### src/verilog/lcd_cfg.svh
`ifndef LCD_CFG_SVH
`define LCD_CFG_SVH

// timebase, clock cycles per microsecond
`define LCD_CLK_PER_US     20

`define LCD_POWERUP_US     500
`define LCD_STEP_PULSE_US  10
`define LCD_WAIT_SET_US    50
`define LCD_WAIT_CLEAR_US  200
`define LCD_WAIT_ENTRY_US  100

`define LCD_CMD_US         50
`define LCD_E_RISE_US      1
`define LCD_E_FALL_US      14

`define LCD_FIFO_DEPTH     8

`define LCD_ADDR_CTRL      4'h0
`define LCD_ADDR_CMD       4'h4
`define LCD_ADDR_STATUS    4'h8
`define LCD_ADDR_RDATA     4'hC
`endif

### src/verilog/lcd_pkg.sv
`default_nettype none

`include "lcd_cfg.svh"

package lcd_pkg;

	localparam int LCD_LVL_W = $clog2(`LCD_FIFO_DEPTH + 1);	// fill level width

	typedef struct packed {
		logic       rs;	// 1 = data register
		logic       rw;	// 1 = read from panel
		logic [7:0] data;
	} lcd_cmd_t;

	typedef struct packed {
		logic lines;		// 2-line display
		logic font;		// 5x10 font
		logic display_on;
		logic cursor;
		logic blink;
		logic inc_dec;		// address increment
		logic shift;		// display shift on write
	} lcd_init_cfg_t;

	typedef struct packed {
		logic       e;
		logic       rs;
		logic       rw;
		logic [7:0] data;
	} lcd_pins_t;

	typedef struct packed {
		logic                 busy;
		logic                 init_done;
		logic                 fifo_empty;
		logic                 fifo_full;
		logic                 overflow;	// sticky, cleared on status read
		logic [LCD_LVL_W-1:0] level;
	} lcd_status_t;

	typedef enum logic [2:0] {
		POWERUP,
		WAIT_CFG,
		INIT,
		IDLE,
		CMD
	} lcd_state_e;

endpackage

`default_nettype wire

### src/verilog/lcd_cmd_fifo.sv
`timescale 1ns/1ps
`default_nettype none

`include "lcd_cfg.svh"

module lcd_cmd_fifo
	import lcd_pkg::*;
#(
	parameter int DEPTH = `LCD_FIFO_DEPTH
) (
	input  wire logic                       clk,
	input  wire logic                       arst_n,
	input  wire logic                       push,
	input  wire lcd_cmd_t                   push_data,
	input  wire logic                       pop,
	output lcd_cmd_t                        head,
	output logic                            empty,
	output logic                            full,
	output logic [$clog2(DEPTH + 1) - 1:0] level
);

	localparam int PTR_W = (DEPTH > 1) ? $clog2(DEPTH) : 1;

	lcd_cmd_t         mem [DEPTH];
	logic [PTR_W-1:0] wr_ptr;
	logic [PTR_W-1:0] rd_ptr;
	logic             do_push;
	logic             do_pop;

	function automatic logic [PTR_W-1:0] next_ptr(input logic [PTR_W-1:0] p);
		if (p == PTR_W'(DEPTH - 1))
			return '0;	// wrap for non power of two depth
		return p + 1'b1;
	endfunction

	assign do_push = push && !full;
	assign do_pop  = pop && !empty;

	assign empty = (level == '0);
	assign full  = (level == ($bits(level))'(DEPTH));
	assign head  = mem[rd_ptr];	// show-ahead

	always_ff @(posedge clk) begin
		if (do_push)
			mem[wr_ptr] <= push_data;
	end

	always_ff @(posedge clk or negedge arst_n) begin
		if (!arst_n) begin
			wr_ptr <= '0;
			rd_ptr <= '0;
			level  <= '0;
		end else begin
			if (do_push)
				wr_ptr <= next_ptr(wr_ptr);
			if (do_pop)
				rd_ptr <= next_ptr(rd_ptr);
			case ({do_push, do_pop})
				2'b10:   level <= level + 1'b1;
				2'b01:   level <= level - 1'b1;
				default: level <= level;	// both or neither
			endcase
		end
	end

	// engine only pops a word that is there
	a_no_underflow: assert property (@(posedge clk) disable iff (!arst_n)
		pop |-> !empty);

endmodule

`default_nettype wire

### src/verilog/lcd_apb_regs.sv
`timescale 1ns/1ps
`default_nettype none

`include "lcd_cfg.svh"

module lcd_apb_regs
	import lcd_pkg::*;
(
	input  wire logic                 clk,
	input  wire logic                 arst_n,
	input  wire logic [3:0]           paddr,
	input  wire logic                 psel,
	input  wire logic                 penable,
	input  wire logic                 pwrite,
	input  wire logic [31:0]          pwdata,
	output logic      [31:0]          prdata,
	output logic                      pready,
	output logic                      pslverr,
	output lcd_init_cfg_t             init_cfg,
	output logic                      init_start,
	output logic                      push,
	output lcd_cmd_t                  push_data,
	input  wire logic                 fifo_full,
	input  wire logic [LCD_LVL_W-1:0] fifo_level,
	input  wire logic                 busy,
	input  wire logic                 init_done,
	input  wire logic                 rdata_valid,
	input  wire logic [7:0]           rdata
);

	logic          access;
	logic          wr;
	logic          rd;
	logic          mapped;
	logic          ctrl_wr;
	logic          cmd_wr;
	logic          status_rd;
	lcd_init_cfg_t cfg_q;
	logic          overflow_q;
	logic [7:0]    rdata_q;
	lcd_status_t   status;

	assign access = psel && penable;	// access phase, zero wait states
	assign wr     = access && pwrite;
	assign rd     = access && !pwrite;

	assign mapped = (paddr == `LCD_ADDR_CTRL) || (paddr == `LCD_ADDR_CMD) ||
	                (paddr == `LCD_ADDR_STATUS) || (paddr == `LCD_ADDR_RDATA);

	assign ctrl_wr   = wr && (paddr == `LCD_ADDR_CTRL);
	assign cmd_wr    = wr && (paddr == `LCD_ADDR_CMD);
	assign status_rd = rd && (paddr == `LCD_ADDR_STATUS);

	// engine is only free for a new init in WAIT_CFG or IDLE
	assign init_start = ctrl_wr && !busy;

	// new config reaches the engine on the same edge as init_start
	assign init_cfg = init_start ? lcd_init_cfg_t'(pwdata[6:0]) : cfg_q;

	assign push      = cmd_wr && !fifo_full;
	assign push_data = lcd_cmd_t'(pwdata[9:0]);

	assign pready  = 1'b1;
	assign pslverr = access && (!mapped || (ctrl_wr && busy) || (cmd_wr && fifo_full));

	always_ff @(posedge clk or negedge arst_n) begin
		if (!arst_n) begin
			cfg_q      <= '0;
			overflow_q <= 1'b0;
			rdata_q    <= '0;
		end else begin
			if (init_start)
				cfg_q <= init_cfg;
			if (cmd_wr && fifo_full)
				overflow_q <= 1'b1;	// dropped word
			else if (status_rd)
				overflow_q <= 1'b0;
			if (rdata_valid)
				rdata_q <= rdata;	// last byte read from the panel
		end
	end

	always_comb begin
		status.busy       = busy;
		status.init_done  = init_done;
		status.fifo_empty = (fifo_level == '0);
		status.fifo_full  = fifo_full;
		status.overflow   = overflow_q;
		status.level      = fifo_level;
	end

	always_comb begin
		prdata = '0;
		if (rd) begin
			case (paddr)
				`LCD_ADDR_CTRL:   prdata = {25'd0, cfg_q};
				`LCD_ADDR_STATUS: prdata = 32'(status);
				`LCD_ADDR_RDATA:  prdata = {24'd0, rdata_q};
				default:          prdata = '0;	// CMD is write-only
			endcase
		end
	end

	// the FIFO never sees a push it cannot hold
	a_no_push_full: assert property (@(posedge clk) disable iff (!arst_n)
		push |-> fifo_level < LCD_LVL_W'(`LCD_FIFO_DEPTH));

endmodule

`default_nettype wire

### src/verilog/lcd_timing_engine.sv
`timescale 1ns/1ps
`default_nettype none

`include "lcd_cfg.svh"

module lcd_timing_engine
	import lcd_pkg::*;
(
	input  wire logic          clk,
	input  wire logic          arst_n,
	input  wire lcd_init_cfg_t init_cfg,
	input  wire logic          init_start,
	input  wire logic          empty,
	output logic               pop,
	input  wire lcd_cmd_t      head,
	output lcd_pins_t          pins,
	input  wire logic [7:0]    lcd_data_in,
	output logic               busy,
	output logic               init_done,
	output logic               rdata_valid,
	output logic [7:0]         rdata
);

	localparam int unsigned T           = `LCD_CLK_PER_US;
	localparam int unsigned POWERUP_CYC = `LCD_POWERUP_US * T;
	localparam int unsigned PULSE_CYC   = `LCD_STEP_PULSE_US * T;
	localparam int unsigned SLOT_CYC    = `LCD_CMD_US * T;
	localparam int unsigned E_RISE_CYC  = `LCD_E_RISE_US * T;
	localparam int unsigned E_FALL_CYC  = `LCD_E_FALL_US * T;
	localparam int          CNT_W       = $clog2(POWERUP_CYC);	// longest wait

	lcd_state_e       state_q;
	lcd_state_e       state_d;
	logic [CNT_W-1:0] cnt_q;
	logic [CNT_W-1:0] cnt_d;
	logic [1:0]       step_q;
	logic [1:0]       step_d;
	lcd_cmd_t         cmd_q;
	lcd_cmd_t         cmd_d;
	lcd_pins_t        pins_d;
	logic             sample;

	// pulse plus settle time of one init step
	function automatic logic [CNT_W-1:0] step_len(input logic [1:0] s);
		logic [CNT_W-1:0] wait_cyc;
		case (s)
			2'd0, 2'd1: wait_cyc = CNT_W'(`LCD_WAIT_SET_US * T);
			2'd2:       wait_cyc = CNT_W'(`LCD_WAIT_CLEAR_US * T);
			default:    wait_cyc = CNT_W'(`LCD_WAIT_ENTRY_US * T);
		endcase
		return CNT_W'(PULSE_CYC) + wait_cyc;
	endfunction

	function automatic logic [7:0] step_byte(input logic [1:0] s, input lcd_init_cfg_t c);
		logic [7:0] b;
		case (s)
			2'd0:    b = {4'b0011, c.lines, c.font, 2'b00};	// function set
			2'd1:    b = {5'b00001, c.display_on, c.cursor, c.blink};
			2'd2:    b = 8'h01;	// clear
			default: b = {6'b000001, c.inc_dec, c.shift};	// entry mode
		endcase
		return b;
	endfunction

	always_comb begin
		state_d = state_q;
		cnt_d   = cnt_q + 1'b1;
		step_d  = step_q;
		cmd_d   = cmd_q;
		pop     = 1'b0;
		case (state_q)
			POWERUP: begin
				if (cnt_q == CNT_W'(POWERUP_CYC - 1)) begin
					state_d = WAIT_CFG;
					cnt_d   = '0;
				end
			end
			WAIT_CFG: begin
				cnt_d = '0;
				if (init_start) begin
					state_d = INIT;
					step_d  = 2'd0;
				end
			end
			INIT: begin
				if (cnt_q == step_len(step_q) - 1'b1) begin
					cnt_d = '0;
					if (step_q == 2'd3)
						state_d = IDLE;
					else
						step_d = step_q + 1'b1;
				end
			end
			IDLE: begin
				cnt_d = '0;
				if (init_start) begin	// re-init wins over queued words
					state_d = INIT;
					step_d  = 2'd0;
				end else if (!empty) begin
					pop     = 1'b1;
					cmd_d   = head;
					state_d = CMD;
				end
			end
			CMD: begin
				if (cnt_q == CNT_W'(SLOT_CYC - 1)) begin
					state_d = IDLE;
					cnt_d   = '0;
				end
			end
			default: begin
				state_d = POWERUP;
				cnt_d   = '0;
			end
		endcase
	end

	// pins follow the next state so the registered outputs line up with it
	always_comb begin
		pins_d = '0;
		case (state_d)
			INIT: begin
				if (cnt_d < CNT_W'(PULSE_CYC)) begin
					pins_d.e    = 1'b1;
					pins_d.data = step_byte(step_d, init_cfg);
				end
			end
			CMD: begin
				pins_d.rs   = cmd_d.rs;
				pins_d.rw   = cmd_d.rw;
				pins_d.data = cmd_d.data;
				pins_d.e    = (cnt_d >= CNT_W'(E_RISE_CYC)) && (cnt_d < CNT_W'(E_FALL_CYC));
			end
			default: pins_d = '0;
		endcase
	end

	always_ff @(posedge clk or negedge arst_n) begin
		if (!arst_n) begin
			state_q <= POWERUP;
			cnt_q   <= '0;
			step_q  <= '0;
			pins    <= '0;
		end else begin
			state_q <= state_d;
			cnt_q   <= cnt_d;
			step_q  <= step_d;
			pins    <= pins_d;
		end
	end

	always_ff @(posedge clk) begin
		cmd_q <= cmd_d;	// word held for the slot
	end

	// last cycle with e high
	assign sample = (state_q == CMD) && cmd_q.rw && (cnt_q == CNT_W'(E_FALL_CYC - 1));

	always_ff @(posedge clk or negedge arst_n) begin
		if (!arst_n)
			rdata_valid <= 1'b0;
		else
			rdata_valid <= sample;
	end

	always_ff @(posedge clk) begin
		if (sample)
			rdata <= lcd_data_in;
	end

	assign busy      = (state_q != WAIT_CFG) && (state_q != IDLE);
	assign init_done = (state_q == IDLE) || (state_q == CMD);

	a_idle_hold: assert property (@(posedge clk) disable iff (!arst_n)
		(state_q == IDLE) && empty && !init_start |=> state_q == IDLE);

	a_e_window: assert property (@(posedge clk) disable iff (!arst_n)
		pins.e |-> state_q inside {INIT, CMD});

endmodule

`default_nettype wire

### src/verilog/lcd_ctrl_top.sv
`timescale 1ns/1ps
`default_nettype none

`include "lcd_cfg.svh"

module lcd_ctrl_top
	import lcd_pkg::*;
(
	input  wire logic        clk,
	input  wire logic        arst_n,
	input  wire logic [3:0]  paddr,
	input  wire logic        psel,
	input  wire logic        penable,
	input  wire logic        pwrite,
	input  wire logic [31:0] pwdata,
	output logic      [31:0] prdata,
	output logic             pready,
	output logic             pslverr,
	output logic             lcd_e,
	output logic             lcd_rs,
	output logic             lcd_rw,
	output logic      [7:0]  lcd_data,
	input  wire logic [7:0]  lcd_data_in
);

	lcd_init_cfg_t        init_cfg;
	logic                 init_start;
	logic                 push;
	lcd_cmd_t             push_data;
	logic                 pop;
	lcd_cmd_t             head;
	logic                 fifo_empty;
	logic                 fifo_full;
	logic [LCD_LVL_W-1:0] fifo_level;
	logic                 busy;
	logic                 init_done;
	logic                 rdata_valid;
	logic [7:0]           rdata;
	lcd_pins_t            pins;

	lcd_apb_regs regs_i (
		.clk(clk), .arst_n(arst_n),
		.paddr(paddr), .psel(psel), .penable(penable), .pwrite(pwrite), .pwdata(pwdata),
		.prdata(prdata), .pready(pready), .pslverr(pslverr),
		.init_cfg(init_cfg), .init_start(init_start),
		.push(push), .push_data(push_data),
		.fifo_full(fifo_full), .fifo_level(fifo_level),
		.busy(busy), .init_done(init_done),
		.rdata_valid(rdata_valid), .rdata(rdata)
	);

	lcd_cmd_fifo #(.DEPTH(`LCD_FIFO_DEPTH)) fifo_i (
		.clk(clk), .arst_n(arst_n),
		.push(push), .push_data(push_data), .pop(pop),
		.head(head), .empty(fifo_empty), .full(fifo_full), .level(fifo_level)
	);

	lcd_timing_engine engine_i (
		.clk(clk), .arst_n(arst_n),
		.init_cfg(init_cfg), .init_start(init_start),
		.empty(fifo_empty), .pop(pop), .head(head),
		.pins(pins), .lcd_data_in(lcd_data_in),
		.busy(busy), .init_done(init_done),
		.rdata_valid(rdata_valid), .rdata(rdata)
	);

	// panel pins
	assign lcd_e    = pins.e;
	assign lcd_rs   = pins.rs;
	assign lcd_rw   = pins.rw;
	assign lcd_data = pins.data;

endmodule

`default_nettype wire

### config.mk
export PLATFORM = sky130hd
export DESIGN_NAME = lcd_ctrl_top
export DESIGN_NICKNAME = d
export VERILOG_FILES = /design/src/verilog/lcd_pkg.sv /design/src/verilog/lcd_cmd_fifo.sv /design/src/verilog/lcd_apb_regs.sv /design/src/verilog/lcd_timing_engine.sv /design/src/verilog/lcd_ctrl_top.sv
export VERILOG_INCLUDE_DIRS = /design/src /design/src/verilog
export SDC_FILE = /design/constraint.sdc
export NUM_CORES = 1
export LEC_CHECK = 0
export BUFFER_PORTS_ARGS = -buffer_cell sky130_fd_sc_hd__buf_2
export CORE_MARGIN = 3
export CORE_UTILIZATION = 56
export CTS_CLUSTER_SIZE = 12
export DETAILED_ROUTE_END_ITERATION = 6
export PLACE_DENSITY = 0.76
export SLEW_MARGIN = 20
export SYNTH_ARGS = -nofsm -noshare
export SYNTH_HDL_FRONTEND = slang
export SYNTH_SLANG_ARGS = --single-unit
export TNS_END_PERCENT = 30
### constraint.sdc
create_clock -name clk -period 4.4 [get_ports clk]
set_input_delay 0.22 -clock clk [delete_from_list [all_inputs] [get_ports clk]]
set_output_delay 0.22 -clock clk [all_outputs]
set_load 0.01 [all_outputs]
== Yosys cells after proc, flatten, opt, wreduce, memory -nomap -nowiden ==
Memories as Yosys holds them, arrays and structs flattened.
Index checks and enable logic that the tools add are counted.

* Register bits after elaboration: 75
* Word-level logic and storage cells: 144
* Memory bits (writable): 80
* Output and inout bits: 45
* Bits of input ports: 49
* Memories kept: 1

* $lt $le $gt $ge: 3
* Reductions and logical operators: 37
* Add/subtract/negate cells: 8
* Eq/ne operators: 25
* Mux-type cells: 46

{| class="wikitable"
|+ Memories
! memory !! words !! width !! rd ports !! clocked after Yosys merged registers in !! wr ports !! line !! text
|-
| fifo_i.mem || 8 || 10 || 1 || 0 || 1 || lcd_cmd_fifo.sv:24 || <nowiki>lcd_cmd_t mem [DEPTH];</nowiki>
|}

{| class="wikitable"
|+ Operator list
! operator !! count
|-
| $mux 14 || 4
|-
| $pmux 14 s3 || 1
|-
| $mux 3 || 11
|-
| $mux 32 || 1
|-
| $mux 10 || 3
|-
| $pmux 9 s3 || 1
|-
| $pmux 12 s2 || 1
|-
| $pmux 6 s3 || 1
|-
| $logic_and 1x1->1 || 17
|-
| $pmux 8 s2 || 1
|-
| $pmux 3 s5 || 1
|-
| $add 14x1->14 const B || 1
|-
| $add 8x14->14 const A || 1
|-
| $eq 14x10->1 const B || 1
|-
| $eq 14x14->1 || 1
|-
| $eq 14x14->1 const B || 1
|-
| $eq 14x9->1 const B || 1
|-
| $ge 14x5->1 const B || 1
|-
| $lt 14x8->1 const B || 1
|-
| $lt 14x9->1 const B || 1
|-
| $sub 14x1->14 const B || 1
|-
| $eq 3x3->1 const B || 4
|-
| $eq 4x4->1 const B || 3
|-
| $mux 1 || 12
|-
| 24 further kinds || 48
|}

== Longest topological paths before layout ==
Gate-level depths: netlist of run 1.

* Depth in word-level cells: 13
* Mapped depth: 12
* Gate-level depth less buffers: 11

== Hierarchy ==
A second synthesis of run 1 with hierarchy kept.

* Cell total of the unflattened synthesis: 592
* Area, all modules: 7679.9 um2

{| class="wikitable"
|+ Modules (own cells, without submodules)
! module !! cells an instance !! instances !! area each (um2) !! seq. area each (um2)
|-
| lcd_cmd_fifo || 183 || 1 || 3783.6 || 2652.5
|-
| lcd_timing_engine || 280 || 1 || 2567.5 || 1216.2
|-
| lcd_apb_regs || 129 || 1 || 1328.8 || 400.4
|}

== Worst setup path before layout of run 1 ==
Ideal clock, no wire load.

* Kind: register to register
* From: reg fifo_i.level[0]
* To: reg fifo_i.level[3]
* Data arrival time: 2358 ps
* Path buffers: 0
* Library setup time: 125 ps
* Cell stages (with the launch flop): 12
* Path slack: 1917 ps
* Required time: 4275 ps
* Period minus slack after synthesis: 2483 ps
* Cell sequence: dfrtp_1 or4_1 nand2_1 or3_1 inv_1 ha_1 ha_1 a21o_1 a21oi_1 xnor2_1 nor2_1 xor2_1

* Longest elaborated chain between the ends: 7
* Elaborated cells on any way between the ends: 16
* Those cells by class: add/sub (2); eq/ne (3); mux (4); reduce/logical (7)

{| class="wikitable"
|+ Ends and longest elaborated chain
! item !! line !! text
|-
| start, declared || lcd_cmd_fifo.sv:19 || <nowiki>output logic [$clog2(DEPTH + 1) - 1:0] level</nowiki>
|-
| start signal, assigned || lcd_cmd_fifo.sv:59 || <nowiki>2'b10: level <= level + 1'b1;</nowiki>
|-
| start signal, assigned || lcd_cmd_fifo.sv:60 || <nowiki>2'b01: level <= level - 1'b1;</nowiki>
|-
| start signal, assigned || lcd_cmd_fifo.sv:61 || <nowiki>default: level <= level;</nowiki>
|-
| $logic_not 4->1 * || lcd_cmd_fifo.sv:39 || <nowiki>assign empty = (level == '0);</nowiki>
|-
| $mux 1 || lcd_timing_engine.sv:99 || <nowiki>end else if (!empty) begin</nowiki>
|-
| $mux 1 || lcd_timing_engine.sv:96 || <nowiki>if (init_start) begin</nowiki>
|-
| $mux 1 || lcd_timing_engine.sv:71 || <nowiki>case (state_q)</nowiki>
|-
| $logic_and 1x1->1 * || lcd_cmd_fifo.sv:37 || <nowiki>assign do_pop = pop && !empty;</nowiki>
|-
| net fifo_i.do_pop || lcd_cmd_fifo.sv:28 || <nowiki>logic do_pop;</nowiki>
|-
| $eq 2x1->1 or $eq 2x2->1 (tied branches) || lcd_cmd_fifo.sv:58 || <nowiki>case ({do_push, do_pop})</nowiki>
|-
| $pmux 4 s2 or $reduce_bool 2->1 (tied branches) || -- ||
|}

Mark *: on every way through the listed nets, which the timed path passes. The rest lies on a longest branch.
A chain may end at the register's enable or synchronous reset.

== Final worst setup path of run 1 ==
Same ends and word-level chain as after synthesis.

==> metrics, run 1 <==
post_cts resized 0; first-pass GRT wire length 23500 microns; WP data required 4700 ps; final setup fails 0; DRT Wirelength 14400 microns; Max Root-Sink Buffers 2; met2 WL 7010 microns; ANT nets after route 0; setup TNS 0 ps; number of vias per cell 5.89; height of the die 120 microns; Slew Limit Fails 0; Routed met3 length 915 microns; EDFF count, synth 88; clock-pin slew on the worst setup and hold paths 60 ps; most common cell after layout, fill and taps aside edfxtp_1; Clock Skews 11.2 ps; Peak VDD IR 0.000296 V; clock latency at the later pin of the worst-skew pair 420 ps; vias in the first global route 4610; Post-Syn Instances 576; Post-Place Cell Area 0.00750 sq mm; cell at the slowest stage of the critical path or4_1; Die ar. 0.0143 sq mm; drt wl/cell 17.9 microns; distinct cell type count of the synthesized netlist 65; top layer reached by signal wires met4; largest net degree at the start of global routing 58; detailed-route via count 4746; htree depth 4; sequential area share after synthesis 0.590; Ys Warns 0; share of cells above drive strength 1 0.201; nets 683; effective utilization at floorplan 0.588; HP Start paddr[0]; most frequent CP cell ha_1; outcome finished, final reports clean; kind of critical path register to register; # IOs 94; Remaining DRCs 0; Power Density 408 mW/mm^2; Slew headroom 0.236; worst hold path class primary input to register; fin crit share 0.712; FF-to-FF Start fifo_i.level[0]; P_leak 3.28 nW; CP max stage delay 630 ps; first-iteration detailed-routing DRC count 406; number of setup buffers added after CTS 0; port bufs 47; GPL Wtd Cong 0.872; asr flop ratio synth 0.368; TritonCTS clock tree done; Crit. End Element register; Die Wd 120 microns; flops & latches, synth 155; Detail Placement HPWL 9700 microns; cell area after layout 0.00818 sq mm; clock sink count 155; number of diodes 0; RSZ-0062 raised after global routing no; Post-Syn Area 0.00724 sq mm; initial antenna violation count 0; FP Rows 40; total grt overflow 0; Core Region 0.0123 sq mm; cell chain of the critical path or4_1 > nand2_1 > or3_1 > buf_4 > inv_1 > ha_1 > ha_1 > a21o_1 > a21oi_1 > xnor2_1 > nor2_1 > xor2_1; Most used DFF post-synth edfxtp_1; Worst-Margin Slew 1140 ps; synth-to-layout area growth 13.0%; CTS Root Cell clkbuf_16; Max Cap Viol 0; f_max 0.319 GHz; DR pass1 iterations 5; Worst Setup SP fifo_i.level[0]; All-Layer GR Usage 0.212; syn avg cell area 12.6 sq um; worst-path maximum fanout 29; Final Hold Vio Count 0; length of routed wiring on met1 6310 microns; startpoint class of the critical path register; most frequent cells in the layout edfxtp_1 (88), dfrtp_1 (56), nand2_1 (55), buf_2 (47), nor2_1 (46); Hold WS 77.4 ps; Worst Path Arrival 3440 ps; CTS buffer count 17; min cycle time layout 3130 ps
-- per-stage QoR --
stage / power, mW / setup WS (ps) / util / cells
after global placement: 1.92 / 1350 / 0.609 / 765
after CTS: 3.35 / 1300 / 0.664 / 806
after global routing: 3.47 / 1110 / 0.665 / 806
after detailed placement: 1.93 / 1280 / 0.609 / 765
after floorplan: 1.87 / 1920 / - / 598
final: 3.34 / 1270 / 0.665 / 806
-- power by group --
part | total, mW | internal, mW | switching, mW
Sequential | 1.67 | 1.57 | 0.0949
Combinational | 0.250 | 0.112 | 0.138
Clock | 1.42 | 0.886 | 0.535
-- worst max-delay path: cells and delay by family, from the launching register on --
| family | cells | cell delay [ps] |
|---|---|---|
| flops | 1 | 440 |
| simple gates | 4 | 940 |
| compound gates | 2 | 360 |
| fa+ha+maj | 2 | 560 |
| buf+inv | 2 | 440 |
| xor+xnor | 2 | 290 |
-- Yosys cell counts, types with 2 or more instances --
cell / count / share of area
buf_1: 2 / 0.0010
or4_1: 2 / 0.0021
xnor2_1: 14 / 0.017
or3_1: 5 / 0.0043
mux2_2: 13 / 0.020
nand3b_1: 3 / 0.0031
a22oi_1: 9 / 0.0093
o2bb2ai_1: 3 / 0.0036
and2_1: 6 / 0.0052
o21ai_0: 17 / 0.012
mux2i_1: 13 / 0.018
ha_1: 8 / 0.014
buf_4: 24 / 0.025
a21o_1: 9 / 0.0093
nor3_1: 15 / 0.010
dfrtp_1: 57 / 0.20
mux4_2: 20 / 0.062
a211oi_1: 2 / 0.0021
and4_1: 2 / 0.0024
nand2_1: 55 / 0.029
nor3b_1: 2 / 0.0021
o311ai_0: 2 / 0.0024
or2_2: 4 / 0.0035
nand3_1: 8 / 0.0055
xor2_1: 4 / 0.0048
nand2b_1: 9 / 0.0078
nor2_1: 48 / 0.025
o211a_1: 3 / 0.0041
dfxtp_1: 10 / 0.028
conb_1: 2 / 0.0010
nand4_1: 6 / 0.0052
o21a_1: 2 / 0.0021
clkbuf_1: 18 / 0.0093
a21oi_1: 12 / 0.0083
o31ai_1: 4 / 0.0041
and3_1: 4 / 0.0035
a31oi_1: 7 / 0.0060
buf_2: 10 / 0.0069
o221ai_1: 2 / 0.0024
edfxtp_1: 88 / 0.37
inv_1: 18 / 0.0093
a41oi_1: 2 / 0.0024
nor4_1: 5 / 0.0043
nor2b_1: 5 / 0.0043
o22ai_1: 2 / 0.0017
-- cells by family (layout without fill, tap and decap cells) --
group	Yosys count	in the layout	synth area share
and+or+nand+nor	184	184	0.125
muxes	46	46	0.100
buffers and inverters	73	113	0.0531
xor gates and xnor gates	18	18	0.0218
other	2	24	0.00104
adders and majority gates	9	9	0.0166
AOI/OAI and AO/OA	89	89	0.0921
DFF	155	155	0.590
-- per-layer routing --
metal,GRT usage,up-vias
li1,-,2168
met3,0.0495,20
met5,0,-
met4,0.0716,0
met1,0.293,2355
met2,0.336,203
-- final cells by class --
type,count,area [sq um]
multi-input cells,370,2670
clock inverters,6,91.3
fillers,888,4130
well taps,168,210
clock buffers,26,490
flip-flops and latches,155,4270
inverters,18,67.6
repair buffers,63,378
-- final timing paths --
check | endpoint | slack [ps] | cells after the start
worst max-delay path | fifo_i.level[3] | 1270 | 12
worst min-delay path | regs_i.overflow_q | 80 | 3
worst max register to register | fifo_i.level[3] | 1270 | 12
worst min register to register | engine_i.cmd_q[0] | 450 | 1
max in group asynchronous | fifo_i.rd_ptr[0] | 3390 | 3
min in group asynchronous | engine_i.cnt_q[0] | 490 | 3
-- registers in the layout (all words and copies together) (netlist names) --
| name | flops |
|---|---|
| fifo_i.mem | 80 |
| engine_i.cnt_q | 14 |
| engine_i.pins | 11 |
| engine_i.cmd_q | 10 |
| engine_i.rdata | 8 |
| regs_i.rdata_q | 8 |
| regs_i.cfg_q | 7 |
| fifo_i.level | 4 |
| engine_i.state_q | 3 |
| fifo_i.rd_ptr | 3 |
| fifo_i.wr_ptr | 3 |
| engine_i.step_q | 2 |
| engine_i.rdata_valid | 1 |
| regs_i.overflow_q | 1 |
-- what timing repair did --
item | in CTS | in global routing
hold endpoints to repair | 65 | 0
hold buffers | 9 | 0
endpoints found under the setup margin | 0 | 0
Power figures use the tool's default switching activity.
==> inputs of run 2 (changes only) <==
==> constraint.sdc (replaced) <==
create_clock -name clk -period 3.3 [get_ports clk]
set_input_delay 0.165 -clock clk [delete_from_list [all_inputs] [get_ports clk]]
set_output_delay 0.165 -clock clk [all_outputs]
set_load 0.01 [all_outputs]
==> metrics, run 2 (synthesis results as in run 1) <==
clock sink count 155; outcome finished, final reports clean; fin worst setup slack 438 ps; Slew Limit Fails 0; clock-pin slew on the worst setup and hold paths 60 ps; Worst Setup EP engine_i.pins[0]; Die Wd 120 microns; TritonCTS clock tree done; nets 693; Crit. End Element register; WP data required 3620 ps; Final Hold Vio Count 0; P_leak 3.36 nW; share of cells above drive strength 1 0.208; power share of the clock group 0.454; number of vias per cell 5.86; sequential power share 0.475; CTS Root Cell clkbuf_16; Clock Skews 7.58 ps; first-iteration detailed-routing DRC count 483; worst-path maximum fanout 10; Biggest register fifo_i.mem; initial antenna violation count 0; RSZ-0062 raised after global routing no; Peak VDD IR 0.000378 V; Comb pwr share 0.072; DRT Wirelength 14900 microns; Max Cap Viol 0; effective utilization at floorplan 0.588; r2r endpoint engine_i.pins[0]; DR pass1 iterations 7; Worst Reg-to-Reg Cells 7; number of diodes 0; height of the die 120 microns; port bufs 47; Worst Path Arrival 3180 ps; Die ar. 0.0143 sq mm; clock latency at the later pin of the worst-skew pair 430 ps; number of setup buffers added after CTS 0; FF-to-FF Start engine_i.cnt_q[0]; most common cell after layout, fill and taps aside edfxtp_1; final setup fails 0; worst hold path class primary input to register; reg2reg setup slack 440 ps; GPL Wtd Cong 0.884; startpoint class of the critical path register; fin crit share 0.867; post_cts resized 0; CTS buffer count 17; Slew headroom 0.528; ANT nets after route 0; vias in the first global route 4823; setup TNS 0 ps; first-pass GRT wire length 24800 microns; htree depth 4; Detail Placement HPWL 9970 microns; Psw 1.09 mW; FP Rows 40; max FFs per register 80; Int Pwr 3.60 mW; Max Root-Sink Buffers 2; Remaining DRCs 0; total grt overflow 0; Core Region 0.0123 sq mm; min cycle time layout 2860 ps; drt wl/cell 18.3 microns; f_max 0.349 GHz; Switching Share 0.232; All-Layer GR Usage 0.223; Worst Setup SP engine_i.cnt_q[0]; # IOs 94; Worst-Margin Slew 708 ps; detailed-route via count 4785; Power Density 563 mW/mm^2; synth-to-layout area growth 14.9%; largest net degree at the start of global routing 32; most frequent cells in the layout edfxtp_1 (88), dfrtp_1 (57), nand2_1 (55), nor2_1 (48), buf_2 (47); dpl ws 475 ps; largest registers fifo_i.mem x80, engine_i.cnt_q x14, engine_i.pins x11; kind of critical path register to register
[run 2: worst max-delay path, cell delays in order, from the launching register on]
cell       delay, ps
dfrtp_1          440
ha_1             400
nand3b_1         240
nor4_1           400
o2111a_1         480
a2bb2oi_4        310
a31oi_4          100
o41ai_2          390
[run 2: layout make-up]
type                       count  area, sq um
sequential                   155         4270
fill                         882         4000
multi-input combinational    370         2670
timing repair buffer          73          455
clock buffer                  19          433
clock inverter                13          213
tap                          168          210
inverter                      18         67.6
[run 2: worst min path at each step]
stage | from | end | slack, ps | cells after the start
2_1_floorplan | arst_n | engine_i.cnt_q[0] | -130 | 0
3_3_place_gp | arst_n | engine_i.cnt_q[1] | 220 | 1
3_5_place_dp | arst_n | engine_i.cnt_q[0] | 220 | 1
4_1_cts | pwdata[7] | fifo_i.mem[5][7] | 0.7 | 1
5_1_grt | pwdata[7] | fifo_i.mem[5][7] | 10 | 1
6_report | paddr[0] | regs_i.overflow_q | 20 | 3
[run 2: metal layers]
metal	global-route usage	vias up	wire length [microns]
li1	-	2200	-
met3	0.0584	32	901
met2	0.350	189	7300
met5	0	-	0
met4	0.0845	0	338
met1	0.302	2364	6390
[run 2: timing repair]
item | in CTS | in global routing
hold buffers | 10 | 0
endpoints found under the hold margin | 41 | 0
endpoints found under the setup margin | 0 | 0
[run 2: power groups by stage]
stage               Combinational, mW  Sequential (mW)  Clock [mW]
detailed placement              0.323             2.25           0
CTS                             0.335             2.22        2.16
global placement                0.309             2.25           0
global route                    0.379             2.23        2.23
finish                          0.336             2.22        2.12
floorplan                       0.328             2.17           0
[run 2: stage by stage]
step	area, sq um	hold WS, ps	std cells	power [mW]	util
2_1_floorplan	7320	-131	598	2.49	-
3_3_place_gp	7570	217	774	2.56	0.615
3_5_place_dp	7570	224	774	2.58	0.615
4_1_cts	8320	0.678	816	4.71	0.676
5_1_grt	8320	10.9	816	4.84	0.676
6_report	8320	20.9	816	4.68	0.676
